==> src/verilog/mlpNet_settings.svh <==
`ifndef MLPNET_SETTINGS_SVH
`define MLPNET_SETTINGS_SVH

// ========================================
// network shape
// ========================================

`define NUM_INPUTS 8 // features per sample
`define NUM_HIDDEN 6 // hidden neurons
`define NUM_OUTPUTS 4 // output neurons and classes

// ========================================
// arithmetic
// ========================================

`define DATA_WIDTH 16 // activations, weights and sums
`define CLASS_WIDTH 2 // index of one of NUM_OUTPUTS

`endif

==> src/verilog/mlpPkg.sv <==
`include "mlpNet_settings.svh"

package mlpPkg;

	// ========================================
	// words and vectors
	// ========================================

	typedef logic [`DATA_WIDTH-1:0] dataWord; // activation, modulo 2^16
	typedef logic signed [`DATA_WIDTH-1:0] coefWord; // weight or bias

	typedef dataWord [`NUM_INPUTS-1:0] featureVec; // one sample
	typedef dataWord [`NUM_HIDDEN-1:0] hiddenVec;
	typedef dataWord [`NUM_OUTPUTS-1:0] scoreVec; // output activations

	typedef enum logic
	{
		hiddenLayer = 1'b0,
		outputLayer = 1'b1
	} layerId;

	// winning class and its score, kept side by side
	typedef struct packed
	{
		logic [`CLASS_WIDTH-1:0] idx;
		dataWord value;
	} classPick;

	typedef struct packed
	{
		scoreVec scores; // output layer, aligned with class
		logic [`CLASS_WIDTH-1:0] classIdx;
		dataWord maxScore;
		hiddenVec hiddenAct; // hidden layer, aligned with class
	} netResult;

	// ========================================
	// coefficient rules
	// ========================================

	// weights spread over -8..8 so every neuron differs
	function automatic coefWord weightOf(
		input layerId layer,
		input int node,
		input int idx
	);
		int raw;
		raw = (int'(layer) * 31 + node * 7 + idx * 13) % 17;
		return coefWord'(raw - 8);
	endfunction

	// bias in -3..3
	function automatic coefWord biasOf(
		input layerId layer,
		input int node
	);
		int raw;
		raw = (int'(layer) * 3 + node * 5) % 7;
		return coefWord'(raw - 3);
	endfunction

endpackage

==> src/verilog/classArgmax.sv <==
`timescale 1ns/1ns
`include "mlpNet_settings.svh"

module classArgmax
	import mlpPkg::*;
(
	input logic clk,
	input logic reset,
	input scoreVec scores,
	output logic [`CLASS_WIDTH-1:0] classIdx,
	output dataWord maxScore,
	output scoreVec scoresOut
);

	classPick best;
	classPick bestReg;

	// ========================================
	// compare
	// ========================================

	// scores come out of ReLU so unsigned compare is enough
	always_comb
	begin
		best.idx = '0;
		best.value = scores[0];
		for (int i = 1; i < `NUM_OUTPUTS; i++)
		begin
			if (scores[i] > best.value) // strict so ties keep lower index
			begin
				best.idx = `CLASS_WIDTH'(i);
				best.value = scores[i];
			end
		end
	end

	// ========================================
	// output register
	// ========================================

	always_ff @(posedge clk)
	begin
		if (reset)
		begin
			bestReg <= '0;
			scoresOut <= '0;
		end
		else
		begin
			bestReg <= best;
			scoresOut <= scores; // same cycle as the pick
		end
	end

	assign classIdx = bestReg.idx;
	assign maxScore = bestReg.value;

endmodule

==> config.mk <==
export PLATFORM = sky130hd
export DESIGN_NAME = classArgmax
export DESIGN_NICKNAME = d
export VERILOG_FILES = /design/src/verilog/mlpPkg.sv /design/src/verilog/classArgmax.sv
export VERILOG_INCLUDE_DIRS = /design/src /design/src/verilog
export SDC_FILE = /design/constraint.sdc
export NUM_CORES = 1
export LEC_CHECK = 0
export ABC_AREA = 1
export ABC_CLOCK_PERIOD_IN_PS = 11400
export BUFFER_PORTS_ARGS = -buffer_cell sky130_fd_sc_hd__buf_2
export CAP_MARGIN = 20
export CELL_PAD_IN_SITES_DETAIL_PLACEMENT = 1
export CELL_PAD_IN_SITES_GLOBAL_PLACEMENT = 1
export CORE_MARGIN = 4
export CORE_UTILIZATION = 38
export DETAILED_ROUTE_END_ITERATION = 10
export PLACE_DENSITY_LB_ADDON = 0.1
export SLEW_MARGIN = 20
export SYNTH_ARGS = -nofsm -noshare
export SYNTH_HDL_FRONTEND = slang
export SYNTH_SLANG_ARGS = --single-unit
export TNS_END_PERCENT = 5
==> constraint.sdc <==
create_clock -name clk -period 11.4 [get_ports clk]
set_input_delay 0.57 -clock clk [delete_from_list [all_inputs] [get_ports clk]]
set_output_delay 0.57 -clock clk [all_outputs]
set_load 0.01 [all_outputs]
# --- Yosys cells after proc, flatten, opt, wreduce, memory -nomap -nowiden ---
# Index checks and enable logic that the tools add are counted.
totals:
  in_bits: 66
  out_inout_bits: 82
  wordCells: 12
  register_bits: 82
op_classes:
  mux: 3
  magnitude_cmp: 3
ops:
  columns: ["operator", "n"]
  rows:
  - ["> comparator 16 bit", 3]
  - ["two-way mux 18 bit", 2]
  - ["two-way mux 17 bit", 1]

# --- Longest topological paths before layout ---
depth:
  depth_word: 6
  depth_mapped: 41

# --- Worst setup path after synthesis ---
# No wires, ideal clock.
synth_path:
  path_type: "input port to flip-flop"
  from: "in scores[9] (netlist name)"
  to: "reg bestReg (netlist bit maxScore[0])"
  arrival_time_ns: 4.303
  path_stages: 34
  path_slack_ns: 6.988
  path_buffers: 3
  t_required_ns: 11.291
  cell_sequence: "inv_1 ha_1 nand2_1 nand2_1 nand3_1 nand2_1 a21oi_1 nand2_4 clkbuf_8 nand3_1 nand2_1 ha_1 nand2_1 inv_1 o21ai_0 a21oi_1 nor2_1 nand2_1 nand2_4 inv_2 buf_6 nand2_1 and2_1 ha_1 nand2_2 nor4_4 nand2_1 nand2_2 buf_4 nand3_1 nand2_1 inv_1 nand2_1 inv_1"
synth_between:
  elab_chain_cells: 6
synth_lines:
  columns: ["item", "line_no", "source"]
  rows:
  - ["start: declaration", "classArgmax.sv:9", "input scoreVec scores,"]
  - ["> comparator 16 bit", "classArgmax.sv:29", "if (scores[i] > best.value)"]
  - ["two-way mux 17 bit *", "classArgmax.sv:29", null]
  - ["> comparator 16 bit", "classArgmax.sv:29", null]
  - ["two-way mux 18 bit *", "classArgmax.sv:29", null]
  - ["> comparator 16 bit", "classArgmax.sv:29", null]
  - ["two-way mux 18 bit *", "classArgmax.sv:29", null]
  - ["end signal: assignment", "classArgmax.sv:50", "bestReg <= best;"]
  - ["end: declaration", "classArgmax.sv:16", "classPick bestReg;"]
# Every way passes the cells marked *; elsewhere a longest branch is shown, timed or not.
# A chain may end at the register's enable or synchronous reset.

# --- Worst setup path after layout ---
layout_path:
  from: "in scores[11] (netlist name)"
  to: "reg bestReg (netlist bit maxScore[9])"
# The elaborated chain is that of the path after synthesis.

==> impl_results.rst <==
.. list-table::
   :header-rows: 1

   * - Metric
     - Value
   * - Outcome
     - complete, no violations
   * - Sum of buffers and inverters on the critical path
     - 4
   * - Post-route antenna net violation count
     - 0
   * - Critical path peak fanout
     - 19
   * - Syn Nets
     - about 700
   * - NumNets Final
     - 837
   * - Port-buffer cells
     - around 150
   * - FFs w/ async S/R, synth
     - 0
   * - Max-cap viol count
     - 0
   * - Library cell occupying the most area in the post-synthesis netlist
     - dfxtp_1
   * - Max Fclk
     - 0.199 GHz
   * - Layout Area Growth over Synthesis
     - 24.3%
   * - Slowest stage cell on the critical path
     - ha_1
   * - Iteration count of the initial detailed-routing pass
     - 4
   * - NetSw
     - about 0.3 mW
   * - Yosys Warn Count
     - 0
   * - Post-synthesis instance area
     - around 4400 sq um
   * - First-pass GRT wire length
     - about 21000 um
   * - Overall global routing resource usage
     - 0.200
   * - Design Area, Final
     - approximately 5400 sq um
   * - Die area
     - about 13000 sq um
   * - Share of total power in sequential cells
     - 0.378
   * - Synthesized instance count
     - 580
   * - Routed wire per std cell
     - 14.4 um
   * - Classification of the worst-slack hold path
     - in -> reg
   * - Final-report hold violation count
     - 0
   * - Sequential share of the synthesized area
     - 0.377
   * - Final critical-path required period
     - around 5000 ps
   * - Switching share of power
     - 0.342
   * - Maximum count of clock buffers along a single path
     - 2
   * - CTS tree
     - done
   * - Number of antenna violations at the first check in global routing
     - 0
   * - Sink of the worst hold path
     - scoresOut[52]
   * - Standby leakage power
     - approximately 3.3 nW
   * - Ratio of final minimum period to clock period
     - 0.441
   * - Core Area
     - approximately 11000 sq um
   * - Largest net degree at the start of global routing
     - a little under 70
   * - Final Routed Wirelength
     - approximately 12000 um
   * - Share of post-route cells with drive strength above 1
     - 0.272
   * - Post-synth top area share
     - 0.377
   * - Quantity of hold-fixing buffers added after cts
     - 0
   * - Boundary Pins
     - 148
   * - Largest cells by area after synthesis
     - dfxtp_1, ha_1, inv_1, nand2_1, nand3_1
   * - RSZ-0062 raised after global routing
     - no
   * - Highest cell delay on the worst timing path
     - approximately 340 ps
   * - Relative max-transition margin
     - 0.543
   * - Crit path arrival time
     - about 5300 ps
   * - Overall Power
     - 0.851 mW
   * - Finish-stage setup viols
     - 0
   * - Maximum vdd ir drop
     - just over 0.07 mV
   * - Die height
     - between 100 and 150 um
   * - Clock Sink Count
     - just over 80
   * - Drt drc
     - 0
   * - Startpoint type of the worst setup path
     - input pin
   * - FILL cells
     - between 1000 and 1500
   * - Initial standard-cell utilization of the core
     - 0.394
   * - Commonest cells in the netlist
     - inv_1, nand2_1, dfxtp_1, nor2_1, nand3_1
   * - Via count
     - 4017
   * - Average vias per placed instance
     - roughly 4.6
   * - Internal portion of total power
     - about 0.56 mW
   * - Worst slew pin tran
     - ~690 ps
   * - Number of antenna cells inserted
     - 0
   * - Number of distinct library cells after synthesis
     - 30
   * - H-tree levels
     - 3
   * - Setup TNS
     - 0 ps
   * - Total count of max-transition violations in the final report
     - 0
   * - Hold_sp
     - scores[52]
   * - Worst EP required
     - 11640 ps
   * - Most numerous cell on the critical path
     - nand2_1
   * - Clk network pwr share
     - 0.306
   * - Category of the worst setup path capture point
     - flip-flop
   * - CTS root buf
     - clkbuf_16
   * - Global-route congestion overflow total
     - 0
   * - Cells on Worst Hold Path
     - 3
   * - Instance area at placement
     - slightly above 5000 sq um
   * - Gp weighted congestion
     - between 0.8 and 0.9
   * - Cells resized by post-CTS repair
     - 0
   * - Row Count
     - 38
   * - Kind of cell with the highest combined delay on the critical path
     - simple AND/OR/NAND/NOR gates
   * - Post-layout util
     - 0.490
   * - Type of the setup path with the least slack
     - in -> reg
   * - Number of global-route vias before repair
     - between 4000 and 5000
   * - Power share of the combinational group
     - 0.316
   * - Clock transition at path regs
     - approximately 60 ps
   * - Cell with the most instances after synthesis
     - inv_1
   * - Die width
     - between 100 and 150 um
   * - Cell area power density
     - about 160 nW/um^2
   * - Avg Cell Area, Syn
     - roughly 7.5 sq um
   * - TritonCTS Buffers
     - 9
   * - Final HPWL from detailed placement
     - 10400 um
   * - Synth Register Bits
     - between 80 and 90
   * - Number of flops mapped to enable cells by yosys
     - 0
   * - Most used flip-flop cell after synthesis
     - dfxtp_1
   * - Drt initial violations
     - around 130
   * - Post-CTS setup buffer count
     - 0
==> through the flow <==
step / cells / setup slack (ps) / hold WS (ps)
finish: 868 / 6370 / 464
detailed placement: 852 / 5950 / 823
global placement: 852 / 6080 / 813
global route: 868 / 5840 / 455
floorplan: 580 / 6990 / 677
CTS: 868 / 6320 / 453
==> cell usage in the layout, fill, tap and decap left out <==
master,instances
buf_2,147
inv_1,108
nand2_1,106
dfxtp_1,82
nor2_1,77
nand3_1,58
ha_1,48
a21oi_1,22
and2_1,15
nand2_2,14
nand3_2,10
clkbuf_16,9
o21ai_0,6
nand2_4,5
clkinv_2,5
nand4_1,3
nor2_2,1
a21o_1,1
nand4_2,1
nor3_4,1
nand3_4,1
o21bai_1,1
o21a_1,1
inv_2,1
nor4_4,1
nor3_1,1
clkbuf_1,1
clkinv_4,1
buf_4,1
==> layout make-up <==
class                   instances  area (sq um)  area share
flip-flops and latches         82          1640       0.304
multi-input cells             373          2180       0.402
clock buffers                  10           229      0.0423
well taps                     140           175      0.0324
repair buffers                148           743       0.137
inverters                     109           409      0.0757
clock inverters                 6          33.8     0.00625
==> worst max path at each step <==
stage,start,end,slack [ps],depth (start not counted)
4_1_cts,scores[11],maxScore[9],6320,30
2_1_floorplan,scores[9],maxScore[0],6990,34
3_3_place_gp,scores[9],maxScore[11],6080,33
5_1_grt,scores[15],maxScore[15],5840,31
6_report,scores[11],maxScore[9],6370,30
3_5_place_dp,scores[11],maxScore[9],5950,30
==> flip-flops by register name (all words and copies together), names as in the netlist <==
register,count
classIdx,2
maxScore,16
scoresOut,64
==> power by group through the flow <==
| stage | Clock, mW | Combinational (mW) | Sequential, mW |
|---|---|---|---|
| 2_1_floorplan | 0 | 0.173 | 0.343 |
| 3_3_place_gp | 0 | 0.260 | 0.328 |
| 3_5_place_dp | 0 | 0.272 | 0.328 |
| 4_1_cts | 0.270 | 0.274 | 0.322 |
| 5_1_grt | 0.285 | 0.309 | 0.325 |
| 6_report | 0.260 | 0.269 | 0.322 |
==> cells by family after synthesis <==
| group | after synthesis | synth area share |
|---|---|---|
| AND/OR/NAND/NOR | 294 | 0.325 |
| buffers and inverters | 125 | 0.123 |
| flip-flops | 82 | 0.377 |
| adder cells (fa/ha/maj) | 48 | 0.138 |
| AO/OA/AOI/OAI | 31 | 0.0374 |
==> worst min-delay path: cells and delay by family <==
| family | cells | cell delay (ps) |
|---|---|---|
| buffers and inverters | 2 | 140 |
| and+or+nand+nor | 1 | 70 |
==> routing by layer <==
| layer | global-route usage | part of all wire | vias to the layer above |
|---|---|---|---|
| met1 | 0.263 | 0.47 | 1828 |
| met5 | 0 | 0 | - |
| met3 | 0.0463 | 0.059 | 12 |
| li1 | - | - | 2075 |
| met2 | 0.320 | 0.46 | 102 |
| met4 | 0.0728 | 0.016 | 0 |
Note: power is estimated with default switching activity, not from simulation.
