## config.mk

```make
export PLATFORM = sky130hd
export DESIGN_NAME = denseLayer
export DESIGN_NICKNAME = d
export VERILOG_FILES = /design/src/verilog/mlpPkg.sv /design/src/verilog/neuronNode.sv /design/src/verilog/denseLayer.sv
export VERILOG_INCLUDE_DIRS = /design/src /design/src/verilog
export SDC_FILE = /design/constraint.sdc
export NUM_CORES = 2
export LEC_CHECK = 0
export ABC_AREA = 1
export ABC_CLOCK_PERIOD_IN_PS = 8700
export BUFFER_PORTS_ARGS = -buffer_cell sky130_fd_sc_hd__buf_2
export CAP_MARGIN = 20
export CORE_ASPECT_RATIO = 1.1
export CORE_UTILIZATION = 59
export DETAILED_ROUTE_END_ITERATION = 7
export PLACE_DENSITY = 0.8
export SLEW_MARGIN = 15
export SYNTH_ARGS = -nofsm -noshare
export SYNTH_HDL_FRONTEND = slang
export SYNTH_SLANG_ARGS = --single-unit
```

## constraint.sdc

```tcl
create_clock -name clk -period 8.7 [get_ports clk]
set_input_delay 1.305 -clock clk [delete_from_list [all_inputs] [get_ports clk]]
set_output_delay 1.305 -clock clk [all_outputs]
set_load 0.005 [all_outputs]
```

## src/verilog/mlpNet_settings.svh

```systemverilog
`ifndef MLPNET_SETTINGS_SVH
`define MLPNET_SETTINGS_SVH

// ========================================
// network shape
// ========================================

`define NUM_INPUTS 8 // features per sample
`define NUM_HIDDEN 6 // hidden neurons
`define NUM_OUTPUTS 4 // output neurons and classes

// ========================================
// arithmetic
// ========================================

`define DATA_WIDTH 16 // activations, weights and sums
`define CLASS_WIDTH 2 // index of one of NUM_OUTPUTS

`endif

```

## src/verilog/mlpPkg.sv

```systemverilog
`include "mlpNet_settings.svh"

package mlpPkg;

	// ========================================
	// words and vectors
	// ========================================

	typedef logic [`DATA_WIDTH-1:0] dataWord; // activation, modulo 2^16
	typedef logic signed [`DATA_WIDTH-1:0] coefWord; // weight or bias

	typedef dataWord [`NUM_INPUTS-1:0] featureVec; // one sample
	typedef dataWord [`NUM_HIDDEN-1:0] hiddenVec;
	typedef dataWord [`NUM_OUTPUTS-1:0] scoreVec; // output activations

	typedef enum logic
	{
		hiddenLayer = 1'b0,
		outputLayer = 1'b1
	} layerId;

	// winning class and its score, kept side by side
	typedef struct packed
	{
		logic [`CLASS_WIDTH-1:0] idx;
		dataWord value;
	} classPick;

	typedef struct packed
	{
		scoreVec scores; // output layer, aligned with class
		logic [`CLASS_WIDTH-1:0] classIdx;
		dataWord maxScore;
		hiddenVec hiddenAct; // hidden layer, aligned with class
	} netResult;

	// ========================================
	// coefficient rules
	// ========================================

	// weights spread over -8..8 so every neuron differs
	function automatic coefWord weightOf(
		input layerId layer,
		input int node,
		input int idx
	);
		int raw;
		raw = (int'(layer) * 31 + node * 7 + idx * 13) % 17;
		return coefWord'(raw - 8);
	endfunction

	// bias in -3..3
	function automatic coefWord biasOf(
		input layerId layer,
		input int node
	);
		int raw;
		raw = (int'(layer) * 3 + node * 5) % 7;
		return coefWord'(raw - 3);
	endfunction

endpackage

```

## src/verilog/neuronNode.sv

```systemverilog
`timescale 1ns/1ns
`include "mlpNet_settings.svh"

module neuronNode
	import mlpPkg::*;
#(
	parameter int FAN_IN = `NUM_INPUTS,
	parameter layerId LAYER = hiddenLayer,
	parameter int NODE = 0
)
(
	input logic clk,
	input logic reset,
	input dataWord [FAN_IN-1:0] inputs,
	output dataWord activation
);

	localparam coefWord BIAS = biasOf(LAYER, NODE);

	dataWord [FAN_IN-1:0] inputsReg; // stage 1
	dataWord [FAN_IN-1:0] products;
	dataWord sumNext;
	dataWord sumReg; // stage 2
	dataWord reluOut;

	// ========================================
	// weighted inputs
	// ========================================

	for (genvar i = 0; i < FAN_IN; i++)
	begin : gProduct
		localparam coefWord WEIGHT = weightOf(LAYER, NODE, i);

		assign products[i] = inputsReg[i] * WEIGHT; // low 16 bits kept
	end

	// ========================================
	// sum and activation
	// ========================================

	always_comb
	begin
		sumNext = BIAS;
		for (int i = 0; i < FAN_IN; i++)
		begin
			sumNext = sumNext + products[i]; // wraps like the adder chain
		end
	end

	// ReLU on the sign bit of the wrapped sum
	always_comb
	begin
		if (sumReg[`DATA_WIDTH-1])
		begin
			reluOut = '0;
		end
		else
		begin
			reluOut = sumReg;
		end
	end

	always_ff @(posedge clk)
	begin
		if (reset)
		begin
			inputsReg <= '0;
			sumReg <= '0;
			activation <= '0;
		end
		else
		begin
			inputsReg <= inputs;
			sumReg <= sumNext;
			activation <= reluOut; // stage 3
		end
	end

endmodule

```

## src/verilog/denseLayer.sv

```systemverilog
`timescale 1ns/1ns
`include "mlpNet_settings.svh"

module denseLayer
	import mlpPkg::*;
#(
	parameter int FAN_IN = `NUM_INPUTS,
	parameter int FAN_OUT = `NUM_HIDDEN,
	parameter layerId LAYER = hiddenLayer
)
(
	input logic clk,
	input logic reset,
	input dataWord [FAN_IN-1:0] inputs,
	output dataWord [FAN_OUT-1:0] outputs
);

	// ========================================
	// neuron array
	// ========================================

	// every neuron sees the whole input vector
	// and takes its own weights from the rule by index
	for (genvar n = 0; n < FAN_OUT; n++)
	begin : gNode
		neuronNode #(
			.FAN_IN(FAN_IN),
			.LAYER(LAYER),
			.NODE(n)
		) node (
			.clk(clk),
			.reset(reset),
			.inputs(inputs),
			.activation(outputs[n]) // slot n of the layer vector
		);
	end

endmodule

```

# Word level (Yosys, flattened, before mapping)
# Index checks and enable logic that the tools add are counted.
# totals
output_inout_bits,96
wordCells,113
in_bits,130
regBits,320
# op_classes
mul,36
n_addsub,45
reduce_logical,6
# ops
operator,n
$add 16x16->16,40
$mul 16x3->16 const B,7
$mul 16x4->16 const B,6
$mul 16x15->15 const B,5
$mul 16x1->16 const B,4
$mul 16x13->13 const B,4
$mul 16x2->15 const B,4
$mul 16x14->14 const B,3
$mul 16x2->16 const B,3
$add 16x16->16 const A,2
$add 2x16->16 const A,2
$add 1x16->16 const A,1
$reduce_or 2->1,6

# Depth between registers and ports, before layout
# depth
ltp_word,9
depth_mapped,41
ltp_nobuf,41

# By module
# A second synthesis with hierarchy kept.
# hier_totals
hier_cells,8885
area_unflattened_um2,77772.1
# modules_own_cells
mod,area_per_inst_um2,instances,cells_per_inst
neuronNode (gNode[2].node),14682.8,1,1692
neuronNode (gNode[5].node),14126.0,1,1635
neuronNode (gNode[0].node),13148.9,1,1500
neuronNode (gNode[3].node),13037.5,1,1476
neuronNode (gNode[1].node),11544.8,1,1306
neuronNode (gNode[4].node),11232.0,1,1276

# Worst setup path before layout
# OpenSTA, ideal clock, no wires.
# synth_path
path_type,register to register
startpoint,register gNode[5].node.inputsReg[118] (netlist name)
endpoint,register gNode[0].node.sumReg[15]
stages_incl_launch_ff,35
path_buffers,0
path_slack_ns,-0.569
arrival_time_ns,9.154
cell_sequence,dfxtp_1 -> inv_1 -> fa_1 -> inv_1 -> fa_1 -> fa_1 -> inv_1 -> fa_1 -> inv_1 -> fa_1 -> fa_1 -> ha_1 -> nand2_1 -> o21ai_0 -> xor2_1 -> inv_1 -> fa_1 -> inv_1 -> fa_1 -> inv_1 -> fa_1 -> inv_1 -> fa_1 -> inv_1 -> fa_1 -> fa_1 -> ha_1 -> nand2_1 -> o311ai_0 -> xor2_1 -> inv_1 -> nand2_1 -> nand2_1 -> a21oi_1 -> nor2_1
# synth_rtl
item,line_no,text
to (signal assigned),neuronNode.sv:74,sumReg <= sumNext;
to (decl),neuronNode.sv:23,dataWord sumReg;

==> metrics.md <==
| Metric | Value |
|---|---|
| Max Slew Vio Count | `0` |
| Remaining DRCs | `0` |
| Met3 usage | `8.73%` |
| Final #Nets | `about 9000` |
| CORE AREA | `92500 µm²` |
| CP Data Arrival Time | `9.91 ns` |
| Number of synthesized register bits | `314` |
| CP required | `9.19 ns` |
| Die H | `323 µm` |
| Failing checks | `negative setup slack` |
| Post-synth cell types | `42` |
| Cells after Synth | `5939` |
| Grt met1 use | `47.1%` |
| DIE AREA | `94600 µm²` |
| Initial Util | `between 50% and 60%` |
| EDFF count, synth | `0` |
| Crit Path Max Fanout | `3` |
| GR Overflow Total | `0` |
| Delay-heaviest family, CP | `adder cells` |
| WHS | `0.397 ns` |
| Primary FF master, synth | `dfxtp_1` |
| Critical-path top delay cell | `fa_1` |
| Final hold vios | `0` |
| Antenna-violating nets left | `0` |
| Status | `finished, violations left` |
| IO Port Bufs | `about 220` |
| Worst setup endpoint | `gNode[3].node.sumReg[15]` |
| M2 GR Usage | `~63%` |
| RSZ-0062 raised after global routing | `true` |
| Hold Crit Class | `flip-flop to flip-flop` |
| Synth async-reset ratio | `0%` |
| Clk root buf | `clkbuf_16` |
| CTS tree | `built` |
| CP most frequent cell | `fa_1` |
| I/O pin total | `226` |
| DRT Wirelength | `185000 µm` |
| Largest net degree at the start of global routing | `between 60 and 70` |
| Iter 0 DRT Violations | `3586` |
| Global placement routability congestion | `1.09` |
| Critical path depth in cells | `36` |
| Final WS setup | `-0.718 ns` |
| CP max stage delay | `0.62 ns` |
| Crit path time final | `9.42 ns` |
| Crit Path Category | `flip-flop to flip-flop` |
| CTS Hold Bufs | `0` |
| Crit path buf inv count | `6` |
| Final setup viols | `9` |
| Tcrit/Tclk final | `108%` |
| Synth-to-Final Area Change | `18.7%` |
| Peak Freq | `106 MHz` |
| Vias in the first global route | `44900` |
| Worst r2r src | `gNode[4].node.inputsReg[6]` |
| Post-Syn Area | `55100 µm²` |
| Clock latency on the worst-skew pair | `0.61 ns` |
| Share of layout cells above drive strength 1 | `18.6%` |
| CP startpoint | `gNode[4].node.inputsReg[6]` |
| Worst R2R End | `gNode[3].node.sumReg[15]` |
| Clk sinks | `between 300 and 400` |
| CTS Buf Count | `36` |
| Post-Syn Area per Cell | `9.28 µm²` |
| Gr busiest metal | `met2` |
| Endpoint class of the critical path | `flip-flop` |
| Vias/cell | `5.29` |
| Worst Setup Start Kind | `flip-flop` |
| Max cap viols | `0` |
| DP HPWL | `160000 µm` |
| Via Count | `42700` |
| Clock transition at path regs | `roughly 0.070 ns` |
| Ys Warns | `0` |
| Clock Path Buffers | `3` |
| Fin Clk Skew | `between 0.03 and 0.04 ns` |
| Reg2Reg Depth | `36` |
| Slew @ Worst Pin | `0.851 ns` |
| Htree depth | `2` |
| Post-DP Area | `62400 µm²` |
| Drt pass-1 iters | `6` |
| Wire length of the first global-routing pass | `~270000 µm` |
| Register area share after synthesis | `11.4%` |
| Drt wl/cell | `22.9 µm` |
| Final setup TNS | `-1.78 ns` |
| Die Wd | `~290 µm` |
| Fin area | `between 60000 and 70000 µm²` |
| Flop-to-flop setup slack | `-0.72 ns` |
| Rows | `between 100 and 150` |
| Relative slew slack | `between 40% and 50%` |
| Initial antenna violation count | `6` |
| Tot GR Track Use | `39.8%` |
## worst register-to-register path: cells and delay by family (launching register included)
kind                     cells  cell delay (ns)
AO/OA/AOI/OAI                4             0.68
AND/OR/NAND/NOR              9             0.67
adder cells (fa/ha/maj)     14             6.48
flip-flops                   1             0.36
buffers and inverters        6             0.36
XOR/XNOR                     3             0.78
## timing repair
| item | 4_1_cts | 5_1_grt |
|---|---|---|
| gates resized for setup | 110 | 271 |
| endpoints found under the hold margin | 0 | 0 |
| pin swaps | 59 | 161 |
| setup buffers | 16 | 20 |
| setup endpoints to repair | 16 | 25 |
## placed cells by master (no fill, tap or decap), types with 6 or more instances in the layout
cell	instances
dfxtp_4	20
inv_2	54
nand3b_1	15
a21oi_2	45
dfxtp_2	23
o21ai_0	97
ha_4	55
nand2_4	7
xor2_2	10
nand3_1	78
a21oi_1	200
o21ai_2	20
clkbuf_16	36
clkbuf_1	6
fa_1	1129
o31ai_1	8
xnor2_1	165
o21ai_1	17
buf_2	218
a21o_1	9
ha_1	626
dfxtp_1	271
xor2_1	171
nor2_2	12
a21oi_4	9
o21a_1	15
nand2_2	16
o21bai_1	22
nor2_1	344
a31oi_1	11
or2_2	12
fa_2	23
nand2_1	356
buf_4	616
buf_12	7
conb_1	6
buf_6	16
inv_1	1959
nor3_1	23
## cell usage after synthesis, drive strengths merged (2+ instances only)
library cell | instances | area share (%)
o2111ai | 3 | 0.048
xnor2 | 171 | 2.7
fa | 1152 | 42
o211ai | 3 | 0.041
clkbuf | 35 | 0.24
a21oi | 254 | 2.3
a31oi | 11 | 0.12
xnor3 | 2 | 0.082
buf | 7 | 0.10
nor2 | 360 | 2.5
o21ai | 137 | 1.3
inv | 2017 | 14
nand2 | 379 | 2.6
and2 | 6 | 0.068
nand3 | 82 | 0.75
a21o | 9 | 0.12
nand4 | 5 | 0.057
nand3b | 15 | 0.20
xor2 | 182 | 2.9
or2 | 15 | 0.17
ha | 686 | 16
o31ai | 8 | 0.11
o21a | 16 | 0.22
a211oi | 5 | 0.068
nor3 | 29 | 0.26
nor4 | 2 | 0.023
o21bai | 26 | 0.35
o311ai | 2 | 0.032
dfxtp | 314 | 11
## per-layer routing
layer,share of wire (%),up-vias,wire length [µm]
met2,45,2101,83500
li1,-,18900,-
met5,0.016,-,30
met1,35,20900,64100
met4,10,6,19100
met3,9.9,778,18300
## kinds of logic after synthesis
kind of cell,count (synthesis),synth area share [%]
buffers and inverters,2059,14.1
adders and majority gates,1838,57.4
and+or+nand+nor,893,6.59
AOI/OAI and AO/OA,477,4.73
xor gates and xnor gates,356,5.74
DFF,314,11.4
other,1,0.00681
muxes,1,0.0204
## final cells by class
class | instances | area (µm²)
Multi-Input combinational cell | 3571 | 42700
Fill cell | 6835 | 27100
Inverter | 2017 | 7580
Sequential cell | 314 | 6390
Timing Repair Buffer | 857 | 6040
Tap cell | 1249 | 1560
Clock buffer | 44 | 951
Clock inverter | 18 | 224
Antenna cell | 2 | 5.00
## worst min-delay path by stage
stage | startpoint | endpoint | cells after the start
after floorplan | gNode[0].node.sumReg[0] | gNode[0].node.activation[0] | 2
after global placement | gNode[4].node.sumReg[5] | gNode[4].node.activation[5] | 2
after detailed placement | gNode[5].node.sumReg[13] | gNode[5].node.activation[13] | 2
after CTS | gNode[0].node.sumReg[0] | gNode[0].node.activation[0] | 2
after global routing | gNode[5].node.sumReg[8] | gNode[5].node.activation[8] | 2
final | gNode[0].node.sumReg[0] | gNode[0].node.activation[0] | 2
## stage by stage
stage	worst slack [ns]	utilization, %	cells
floorplan	-0.146	-	5944
global placement	-0.587	67.4	7976
finish	-0.718	70.7	8072
global route	-1.05	70.7	8071
CTS	-0.680	69.4	8051
detailed placement	-0.672	67.4	7976
## sequential cells by signal (all words and copies together) (netlist names)
name,count
gNode.node.activation,90
gNode.node.sumReg,96
gNode.node.inputsReg,128
Power is left out: the tool's default activity adds up to more than one toggle a clock period on the data nets, which glitch-free logic cannot reach.
